### src/logic/uart_consts.svh
`ifndef UART_CONSTS_SVH
`define UART_CONSTS_SVH

// system clock feeding clk_in
`define UART_CLK_HZ 24000000

// fixed line rate, 8N1 only
`define UART_BAUD 115200

// clocks per serial bit, 208 at 24 MHz
`define UART_CLKS_PER_BIT (`UART_CLK_HZ / `UART_BAUD)

// entries in each direction's FIFO
`define UART_FIFO_DEPTH 8

// bit-period counter width
// must hold UART_CLKS_PER_BIT - 1
`define UART_CNT_W 16

`endif
### src/logic/uart_pkg.sv
package uart_pkg;

	// one byte queued for transmission
	typedef struct packed {
		logic [7:0] data;
	} uart_byte_t;

	// one received frame as stored in the rx FIFO
	// frame_err is set when the stop bit was sampled low,
	// data still holds whatever bits were on the line
	typedef struct packed {
		logic [7:0] data;
		logic       frame_err;
	} rx_frame_t;

endpackage

### src/logic/uart_driver.sv
`include "uart_consts.svh"

module uart_driver
	import uart_pkg::*;
(
	input  logic       clk_in,
	input  logic       rst_n,

	// user transmit side
	input  logic       tx_trigger,
	input  uart_byte_t tx_data,
	output logic       tx_ready,

	// user receive side
	input  logic       rx_trigger,
	output rx_frame_t  rx_data,
	output logic       rx_ready,

	// serial line
	output logic       tx,
	input  logic       rx
);

	logic       tx_push;
	logic       tx_pop;
	logic       tx_fifo_empty;
	logic       tx_fifo_full;
	uart_byte_t tx_head;

	logic       rx_push;
	logic       rx_fifo_empty;
	rx_frame_t  rx_frame;

	// a trigger without room is dropped here
	assign tx_push  = tx_trigger && tx_ready;
	assign tx_ready = !tx_fifo_full;
	assign rx_ready = !rx_fifo_empty;

	uart_fifo #(
		.payload_t (uart_byte_t),
		.DEPTH     (`UART_FIFO_DEPTH)
	) u_tx_fifo (
		.clk_in    (clk_in),
		.rst_n     (rst_n),
		.push      (tx_push),
		.push_data (tx_data),
		.pop       (tx_pop),
		.head      (tx_head),
		.empty     (tx_fifo_empty),
		.full      (tx_fifo_full)
	);

	uart_tx u_tx (
		.clk_in     (clk_in),
		.rst_n      (rst_n),
		.byte_avail (!tx_fifo_empty),
		.byte_in    (tx_head),
		.byte_pop   (tx_pop),
		.tx         (tx)
	);

	uart_rx u_rx (
		.clk_in     (clk_in),
		.rst_n      (rst_n),
		.rx         (rx),
		.frame_push (rx_push),
		.frame      (rx_frame)
	);

	// full rx FIFO drops the new frame inside the FIFO itself
	uart_fifo #(
		.payload_t (rx_frame_t),
		.DEPTH     (`UART_FIFO_DEPTH)
	) u_rx_fifo (
		.clk_in    (clk_in),
		.rst_n     (rst_n),
		.push      (rx_push),
		.push_data (rx_frame),
		.pop       (rx_trigger),
		.head      (rx_data),
		.empty     (rx_fifo_empty),
		.full      ()
	);

endmodule

### src/logic/uart_rx.sv
`include "uart_consts.svh"

module uart_rx
	import uart_pkg::*;
(
	input  logic      clk_in,
	input  logic      rst_n,
	input  logic      rx,
	output logic      frame_push,
	output rx_frame_t frame
);

	localparam logic [`UART_CNT_W-1:0] BIT_LAST  = `UART_CNT_W'(`UART_CLKS_PER_BIT - 1);
	localparam logic [`UART_CNT_W-1:0] HALF_LAST = `UART_CNT_W'(`UART_CLKS_PER_BIT / 2 - 1);

	typedef enum logic [1:0] {
		RX_IDLE,
		RX_START,
		RX_DATA,
		RX_STOP
	} rx_state_t;

	rx_state_t state;

	logic rx_meta;
	logic rx_sync;
	logic rx_prev;

	logic [`UART_CNT_W-1:0] cnt;
	logic [2:0]             bit_idx;
	logic [7:0]             data_sr;

	logic sample;

	// once aligned to mid start bit, every full period lands mid-bit
	assign sample = (cnt == BIT_LAST);

	always_ff @(posedge clk_in) begin
		if (!rst_n) begin
			rx_meta    <= 1'b1;
			rx_sync    <= 1'b1;
			rx_prev    <= 1'b1;
			state      <= RX_IDLE;
			cnt        <= '0;
			bit_idx    <= '0;
			frame_push <= 1'b0;
		end else begin
			// two-flop synchronizer, then one more for edge detect
			rx_meta    <= rx;
			rx_sync    <= rx_meta;
			rx_prev    <= rx_sync;
			frame_push <= 1'b0;

			case (state)
				RX_IDLE: begin
					// falling edge only, a line stuck low does not retrigger
					if (rx_prev && !rx_sync) begin
						state <= RX_START;
						cnt   <= '0;
					end
				end
				RX_START: begin
					if (cnt == HALF_LAST) begin
						cnt     <= '0;
						bit_idx <= '0;
						// high again at mid start means a glitch
						state   <= rx_sync ? RX_IDLE : RX_DATA;
					end else begin
						cnt <= cnt + 1'b1;
					end
				end
				RX_DATA: begin
					if (sample) begin
						cnt     <= '0;
						bit_idx <= bit_idx + 1'b1;
						if (bit_idx == 3'd7) begin
							state <= RX_STOP;
						end
					end else begin
						cnt <= cnt + 1'b1;
					end
				end
				RX_STOP: begin
					if (sample) begin
						cnt        <= '0;
						frame_push <= 1'b1;
						state      <= RX_IDLE;
					end else begin
						cnt <= cnt + 1'b1;
					end
				end
				default: state <= RX_IDLE;
			endcase
		end
	end

	// data path, lsb arrives first
	always_ff @(posedge clk_in) begin
		if (state == RX_DATA && sample) begin
			data_sr <= {rx_sync, data_sr[7:1]};
		end
		if (state == RX_STOP && sample) begin
			frame.data      <= data_sr;
			frame.frame_err <= !rx_sync;
		end
	end

endmodule

### src/logic/uart_tx.sv
`include "uart_consts.svh"

module uart_tx
	import uart_pkg::*;
(
	input  logic       clk_in,
	input  logic       rst_n,
	input  logic       byte_avail,
	input  uart_byte_t byte_in,
	output logic       byte_pop,
	output logic       tx
);

	localparam logic [`UART_CNT_W-1:0] BIT_LAST = `UART_CNT_W'(`UART_CLKS_PER_BIT - 1);

	logic                   busy;
	logic [`UART_CNT_W-1:0] cnt;
	logic [3:0]             bit_idx;
	logic [9:0]             frame_sr;

	logic bit_end;
	logic frame_end;

	assign bit_end   = (cnt == BIT_LAST);
	assign frame_end = busy && bit_end && (bit_idx == 4'd9);

	// take the next byte when idle, or on the very last cycle of a stop bit
	// so back-to-back frames run without a gap
	assign byte_pop = byte_avail && (!busy || frame_end);

	always_ff @(posedge clk_in) begin
		if (!rst_n) begin
			busy    <= 1'b0;
			cnt     <= '0;
			bit_idx <= '0;
			tx      <= 1'b1;
		end else begin
			// line register, one cycle behind the shifter
			tx <= busy ? frame_sr[0] : 1'b1;

			if (byte_pop) begin
				busy    <= 1'b1;
				cnt     <= '0;
				bit_idx <= '0;
			end else if (frame_end) begin
				busy    <= 1'b0;
				cnt     <= '0;
				bit_idx <= '0;
			end else if (busy) begin
				if (bit_end) begin
					cnt     <= '0;
					bit_idx <= bit_idx + 1'b1;
				end else begin
					cnt <= cnt + 1'b1;
				end
			end
		end
	end

	// frame shifter, bit 0 is the bit on the line next
	always_ff @(posedge clk_in) begin
		if (byte_pop) begin
			// stop, data lsb first, start
			frame_sr <= {1'b1, byte_in.data, 1'b0};
		end else if (busy && bit_end) begin
			frame_sr <= {1'b1, frame_sr[9:1]};
		end
	end

endmodule

### src/logic/uart_fifo.sv
`include "uart_consts.svh"

module uart_fifo #(
	parameter type payload_t = logic [7:0],
	parameter int  DEPTH     = `UART_FIFO_DEPTH
) (
	input  logic     clk_in,
	input  logic     rst_n,
	input  logic     push,
	input  payload_t push_data,
	input  logic     pop,
	output payload_t head,
	output logic     empty,
	output logic     full
);

	localparam int PTR_W = (DEPTH > 1) ? $clog2(DEPTH) : 1;
	localparam int CNT_W = $clog2(DEPTH + 1);

	localparam logic [PTR_W-1:0] PTR_LAST = PTR_W'(DEPTH - 1);
	localparam logic [CNT_W-1:0] CNT_FULL = CNT_W'(DEPTH);

	payload_t mem [DEPTH];

	logic [PTR_W-1:0] wr_ptr;
	logic [PTR_W-1:0] rd_ptr;
	logic [CNT_W-1:0] count;

	logic push_ok;
	logic pop_ok;

	// a push into a full FIFO is simply lost
	assign push_ok = push && !full;
	assign pop_ok  = pop && !empty;

	assign empty = (count == '0);
	assign full  = (count == CNT_FULL);

	// show-ahead, oldest entry always on the head
	assign head = mem[rd_ptr];

	always_ff @(posedge clk_in) begin
		if (!rst_n) begin
			wr_ptr <= '0;
			rd_ptr <= '0;
			count  <= '0;
		end else begin
			if (push_ok) begin
				wr_ptr <= (wr_ptr == PTR_LAST) ? '0 : wr_ptr + 1'b1;
			end
			if (pop_ok) begin
				rd_ptr <= (rd_ptr == PTR_LAST) ? '0 : rd_ptr + 1'b1;
			end
			// occupancy only moves when exactly one side acts
			case ({push_ok, pop_ok})
				2'b10:   count <= count + 1'b1;
				2'b01:   count <= count - 1'b1;
				default: count <= count;
			endcase
		end
	end

	// storage
	always_ff @(posedge clk_in) begin
		if (push_ok) begin
			mem[wr_ptr] <= push_data;
		end
	end

endmodule

### config.mk
export PLATFORM = sky130hd
export DESIGN_NAME = uart_driver
export DESIGN_NICKNAME = d
export VERILOG_FILES = /design/src/logic/uart_pkg.sv /design/src/logic/uart_driver.sv /design/src/logic/uart_rx.sv /design/src/logic/uart_tx.sv /design/src/logic/uart_fifo.sv
export VERILOG_INCLUDE_DIRS = /design/src /design/src/logic
export SDC_FILE = /design/constraint.sdc
export NUM_CORES = 1
export LEC_CHECK = 0
export BUFFER_PORTS_ARGS = -buffer_cell sky130_fd_sc_hd__buf_2
export CORE_ASPECT_RATIO = 1.25
export CORE_MARGIN = 8
export CORE_UTILIZATION = 67
export CTS_CLUSTER_DIAMETER = 50
export CTS_CLUSTER_SIZE = 16
export DETAILED_ROUTE_END_ITERATION = 12
export GPL_ROUTABILITY_DRIVEN = 0
export PLACE_DENSITY = 0.95
export SLEW_MARGIN = 20
export SYNTH_ARGS = -nofsm -noshare
export SYNTH_HDL_FRONTEND = slang
export SYNTH_SLANG_ARGS = --single-unit
### constraint.sdc
create_clock -name clk_in -period 8.4 [get_ports clk_in]
set_input_delay 0.42 -clock clk_in [delete_from_list [all_inputs] [get_ports clk_in]]
set_output_delay 0.42 -clock clk_in [all_outputs]
set_load 0.05 [all_outputs]
==> implementation parameters <==
Parameter                              Value

Place
  PortBufs    24
  DP Wirelength    12.62 mm
  Pre-CTS WS    4914 ps

Power and ir drop
  Power share of the sequential group    between 50% and 60%
  Standby leakage power    between 0.003 and 0.004 uW
  Internal portion of total power    between 1500 and 2000 uW
  Clock power frac    between 30% and 40%
  Switching power of the nets    about 660 uW
  Switching portion of total power    a little over a quarter
  Maximum vdd ir drop    between 0.2 and 0.25 mV
  Part of the total power dissipated in combinational logic    between 10% and 20%
  Total power density per cell area    approximately 240 mW/mm^2

CTS
  CTS Hold Buffers Added    0
  Number of levels in the clock H-tree    1
  Count of buffers added by post-CTS timing repair for setup    0
  CTS tree    done
  Post-cts sizing count    0
  Insertion delay of the later-clocked pin in the worst-skew pair    490 ps
  Clock slew seen by the registers of the worst setup and hold paths    around 70 ps
  Clk buf depth    3
  Clk Tree Root Cell    sky130_fd_sc_hd__clkbuf_16
  CTS sink cnt    around 240
  CTS buffer count    19

Global route
  Vias in the first global route    a little over 6000
  Grt total ovfl    0
  Busiest grt layer    met2
  Met3 track demand over resource in global routing    3.432%
  Wire length of the first global-routing pass    just over 30 mm
  Met1 track utilization from global routing    between 20% and 30%
  Met2 demand-to-capacity share in global routing    approximately two fifths
  Largest net degree at the start of global routing    30
  Total global-route track usage    approximately 21%
  Antenna violations before repair    0

Yosys
  Largest area contributor in the netlist    sky130_fd_sc_hd__edfxtp_1
  Synth top area share    approximately 49%
  Avg Synthesized Cell Area    roughly 14 sq um
  Post-Syn Nets    around 740
  Number of enable flip-flop cells after synthesis    roughly 160
  Most used DFF post-synth    sky130_fd_sc_hd__edfxtp_1
  Yosys warnings    0
  Largest cells by area after synthesis    sky130_fd_sc_hd__edfxtp_1 49%, sky130_fd_sc_hd__dfxtp_1 15%, sky130_fd_sc_hd__mux4_2 7.8%, sky130_fd_sc_hd__ha_1 3.1%, sky130_fd_sc_hd__nand2_1 2.0%
  Post-synthesis cell count    ~700
  Synth Register Bits    235
  Area of the mapped netlist    0.009782 sq mm
  Cell variety after synth    60
  Post-synthesis sequential area ratio    64.57%
  Post-synth ARST share    0%
  Post-synth top cells    161 x sky130_fd_sc_hd__edfxtp_1, 74 x sky130_fd_sc_hd__dfxtp_1, 52 x sky130_fd_sc_hd__nand2_1
  Dominant cell by count in the synthesized netlist    sky130_fd_sc_hd__edfxtp_1

Routing
  Post-detailed-route wirelength per cell    ~21 um
  Antenna viol nets, final    0
  Final WL    18.95 mm
  Iter 0 DRT Violations    about 670
  Drt via density    approximately 6.6
  Routed vias    6049
  Post-detailed-route DRC marker count    0
  Drt first pass iters    5

Floorplanning
  Core Region    0.01435 sq mm
  Area enclosed by the die boundary    around 0.019 sq mm
  Number of rows created at floorplan    49
  Overall die height    151.1 um
  Starting density of the core    68.18%
  Num ports    25
  X dimension of the die    about 120 um

STA
  Final cycle utilization of the critical path    a little over two fifths
  Fin crit period    3558 ps
  Unrepaired setup endpoints after global routing    no
  Smallest setup slack after layout    around 4800 ps
  Setup violators final    0
  Sum of negative setup slack    0 ps
  Final clock skew    between 10 and 15 ps
  Slew of the pin with the lowest slew margin    roughly 1100 ps
  Max Slew Vio Count    0
  Final hold violation count    0
  Max-Slew Margin vs Limit    between 20 and 30%
  Maximum achievable frequency    between 200 and 300 MHz

Run status
  Run status    finished, final reports clean

Final layout
  Area grow syn2layout    9.005%
  Layout cell share with drive strength beyond 1    ~15%
  Count of inserted antenna diode cells    0
  Fillers    approximately 830
  Area of all sequential standard cells    0.006317 sq mm
  Area of combinational cells with multiple inputs    0.003289 sq mm
  Net total in the final layout    between 700 and 800

Critical path
  Maximum net fanout on the critical path    9
  Slowest stage delay, CP    between 500 and 600 ps
  Nature of the critical path startpoint    register
  Critical path, cell by cell    ha_1 > and4_1 > nand4_1 > o31ai_1 > nand2_1 > inv_1 > ha_1 > xor2_1 > ha_1 > a21oi_1 > xor2_1 > or3_1 > a21oi_1
  Worst path arrival time    between 3000 and 4000 ps
  Cell family with the largest share of critical-path delay    simple AND/OR/NAND/NOR gates
  Worst-path cell with the longest stage delay    sky130_fd_sc_hd__o31ai_1
  Critical Path Most Common Cell    sky130_fd_sc_hd__ha_1
  Type of destination of the critical path    register
  Critical path start-end classification    reg2reg
  Required time of the critical path    8800 ps
  Count of buffer and inverter cells on the critical path    1

Flow run
  Count of maximum capacitance violations    0

Worst hold path
  Min-Delay Path Class    in2reg
-- final timing paths --
| path | startpoint | endpoint | slack [ps] | cells after the start |
|---|---|---|---|---|
| min reg2reg | u_rx.rx_meta$_SDFF_PN1_ | u_rx.rx_sync$_SDFF_PN1_ | 410 | 1 |
| max reg2reg | u_tx.cnt[0]$_SDFFE_PP0P_ | u_tx_fifo.count[2]$_SDFFE_PN0P_ | 4840 | 13 |
| max | u_tx.cnt[0]$_SDFFE_PP0P_ | u_tx_fifo.count[2]$_SDFFE_PN0P_ | 4840 | 13 |
| min | rx | u_rx.rx_meta$_SDFF_PN1_ | 120 | 2 |
-- sequential cells by signal (all words and copies together), names as in the netlist, 3 cells and up, named ones only --
name / flops
u_tx_fifo.wr_ptr: 3
u_rx.data_sr: 8
u_tx_fifo.count: 4
u_tx.cnt: 16
u_rx.cnt: 16
u_rx_fifo.wr_ptr: 3
u_rx_fifo.rd_ptr: 3
u_rx.bit_idx: 3
u_tx.bit_idx: 4
u_tx.frame_sr: 9
u_rx.frame: 9
u_rx_fifo.count: 4
u_tx_fifo.mem: 64
u_rx_fifo.mem: 72
u_tx_fifo.rd_ptr: 3
-- metrics by stage --
step / cell area, sq um / power, uW / instances / hold WS [ps] / util, %
final: 10660 / 2529 / 922 / 121.1 / 74.32
after global routing: 10660 / 2629 / 922 / 134.7 / 74.32
after CTS: 10660 / 2537 / 922 / 114.8 / 74.32
after detailed placement: 10110 / 1736 / 889 / 400.2 / 70.50
after global placement: 10110 / 1702 / 889 / 404.4 / 70.50
after floorplan: 9782 / 1637 / 704 / 386.3 / -
-- power by group through the flow --
stage | logic, uW | clock network, uW | registers (uW)
after CTS | 352 | 818 | 1370
final | 355 | 807 | 1370
after detailed placement | 345 | 0 | 1390
after floorplan | 286 | 0 | 1350
after global routing | 388 | 863 | 1380
after global placement | 320 | 0 | 1380
-- area by class of cell --
cell class	count	area share (%)
clock buffers	31	4.881
clock inverters	2	0.2582
inverters	20	0.7041
multi-input cells	420	30.85
flip-flops and latches	235	59.25
well taps	178	2.089
repair buffers	36	1.971
-- cells by family (layout without fill, tap and decap cells) --
kind of cell | after synthesis | after routing | synth area share [%]
multiplexers | 57 | 57 | 10.30
XOR/XNOR | 23 | 23 | 2.059
AND/OR/NAND/NOR | 210 | 210 | 10.90
adder cells (fa/ha/maj) | 25 | 25 | 3.275
AO/OA/AOI/OAI | 105 | 105 | 6.946
flip-flops | 235 | 235 | 64.57
buffers and inverters | 49 | 89 | 1.957
-- cells in the final DEF, fill, tap and decap left out, types with 3 or more instances in the layout --
cell type                   count
sky130_fd_sc_hd__a211oi_1       3
sky130_fd_sc_hd__a21oi_1       28
sky130_fd_sc_hd__a22oi_1        3
sky130_fd_sc_hd__and2_1         3
sky130_fd_sc_hd__and4_1         3
sky130_fd_sc_hd__buf_2         24
sky130_fd_sc_hd__buf_4         12
sky130_fd_sc_hd__clkbuf_1      12
sky130_fd_sc_hd__clkbuf_16     19
sky130_fd_sc_hd__dfxtp_1       73
sky130_fd_sc_hd__edfxtp_1     161
sky130_fd_sc_hd__ha_1          24
sky130_fd_sc_hd__inv_1         20
sky130_fd_sc_hd__mux2_2         9
sky130_fd_sc_hd__mux2i_1       14
sky130_fd_sc_hd__mux4_2        34
sky130_fd_sc_hd__nand2_1       52
sky130_fd_sc_hd__nand2b_1       8
sky130_fd_sc_hd__nand3_1       26
sky130_fd_sc_hd__nand4_1        6
sky130_fd_sc_hd__nor2_1        51
sky130_fd_sc_hd__nor3_1        15
sky130_fd_sc_hd__nor3_2         3
sky130_fd_sc_hd__nor3b_1        3
sky130_fd_sc_hd__nor4_1        10
sky130_fd_sc_hd__o2111ai_1      7
sky130_fd_sc_hd__o211ai_1      22
sky130_fd_sc_hd__o21ai_0       24
sky130_fd_sc_hd__o31ai_1        3
sky130_fd_sc_hd__or3_1          7
sky130_fd_sc_hd__or4_1          4
sky130_fd_sc_hd__xnor2_1        7
sky130_fd_sc_hd__xor2_1        16
-- metal layers --
metal  vias up  routed length, um
met5         -                  0
li1       2753                  -
met1      3018               7074
met4         0                427
met2       226              10330
met3        52               1117
Power figures use the tool's default switching activity.
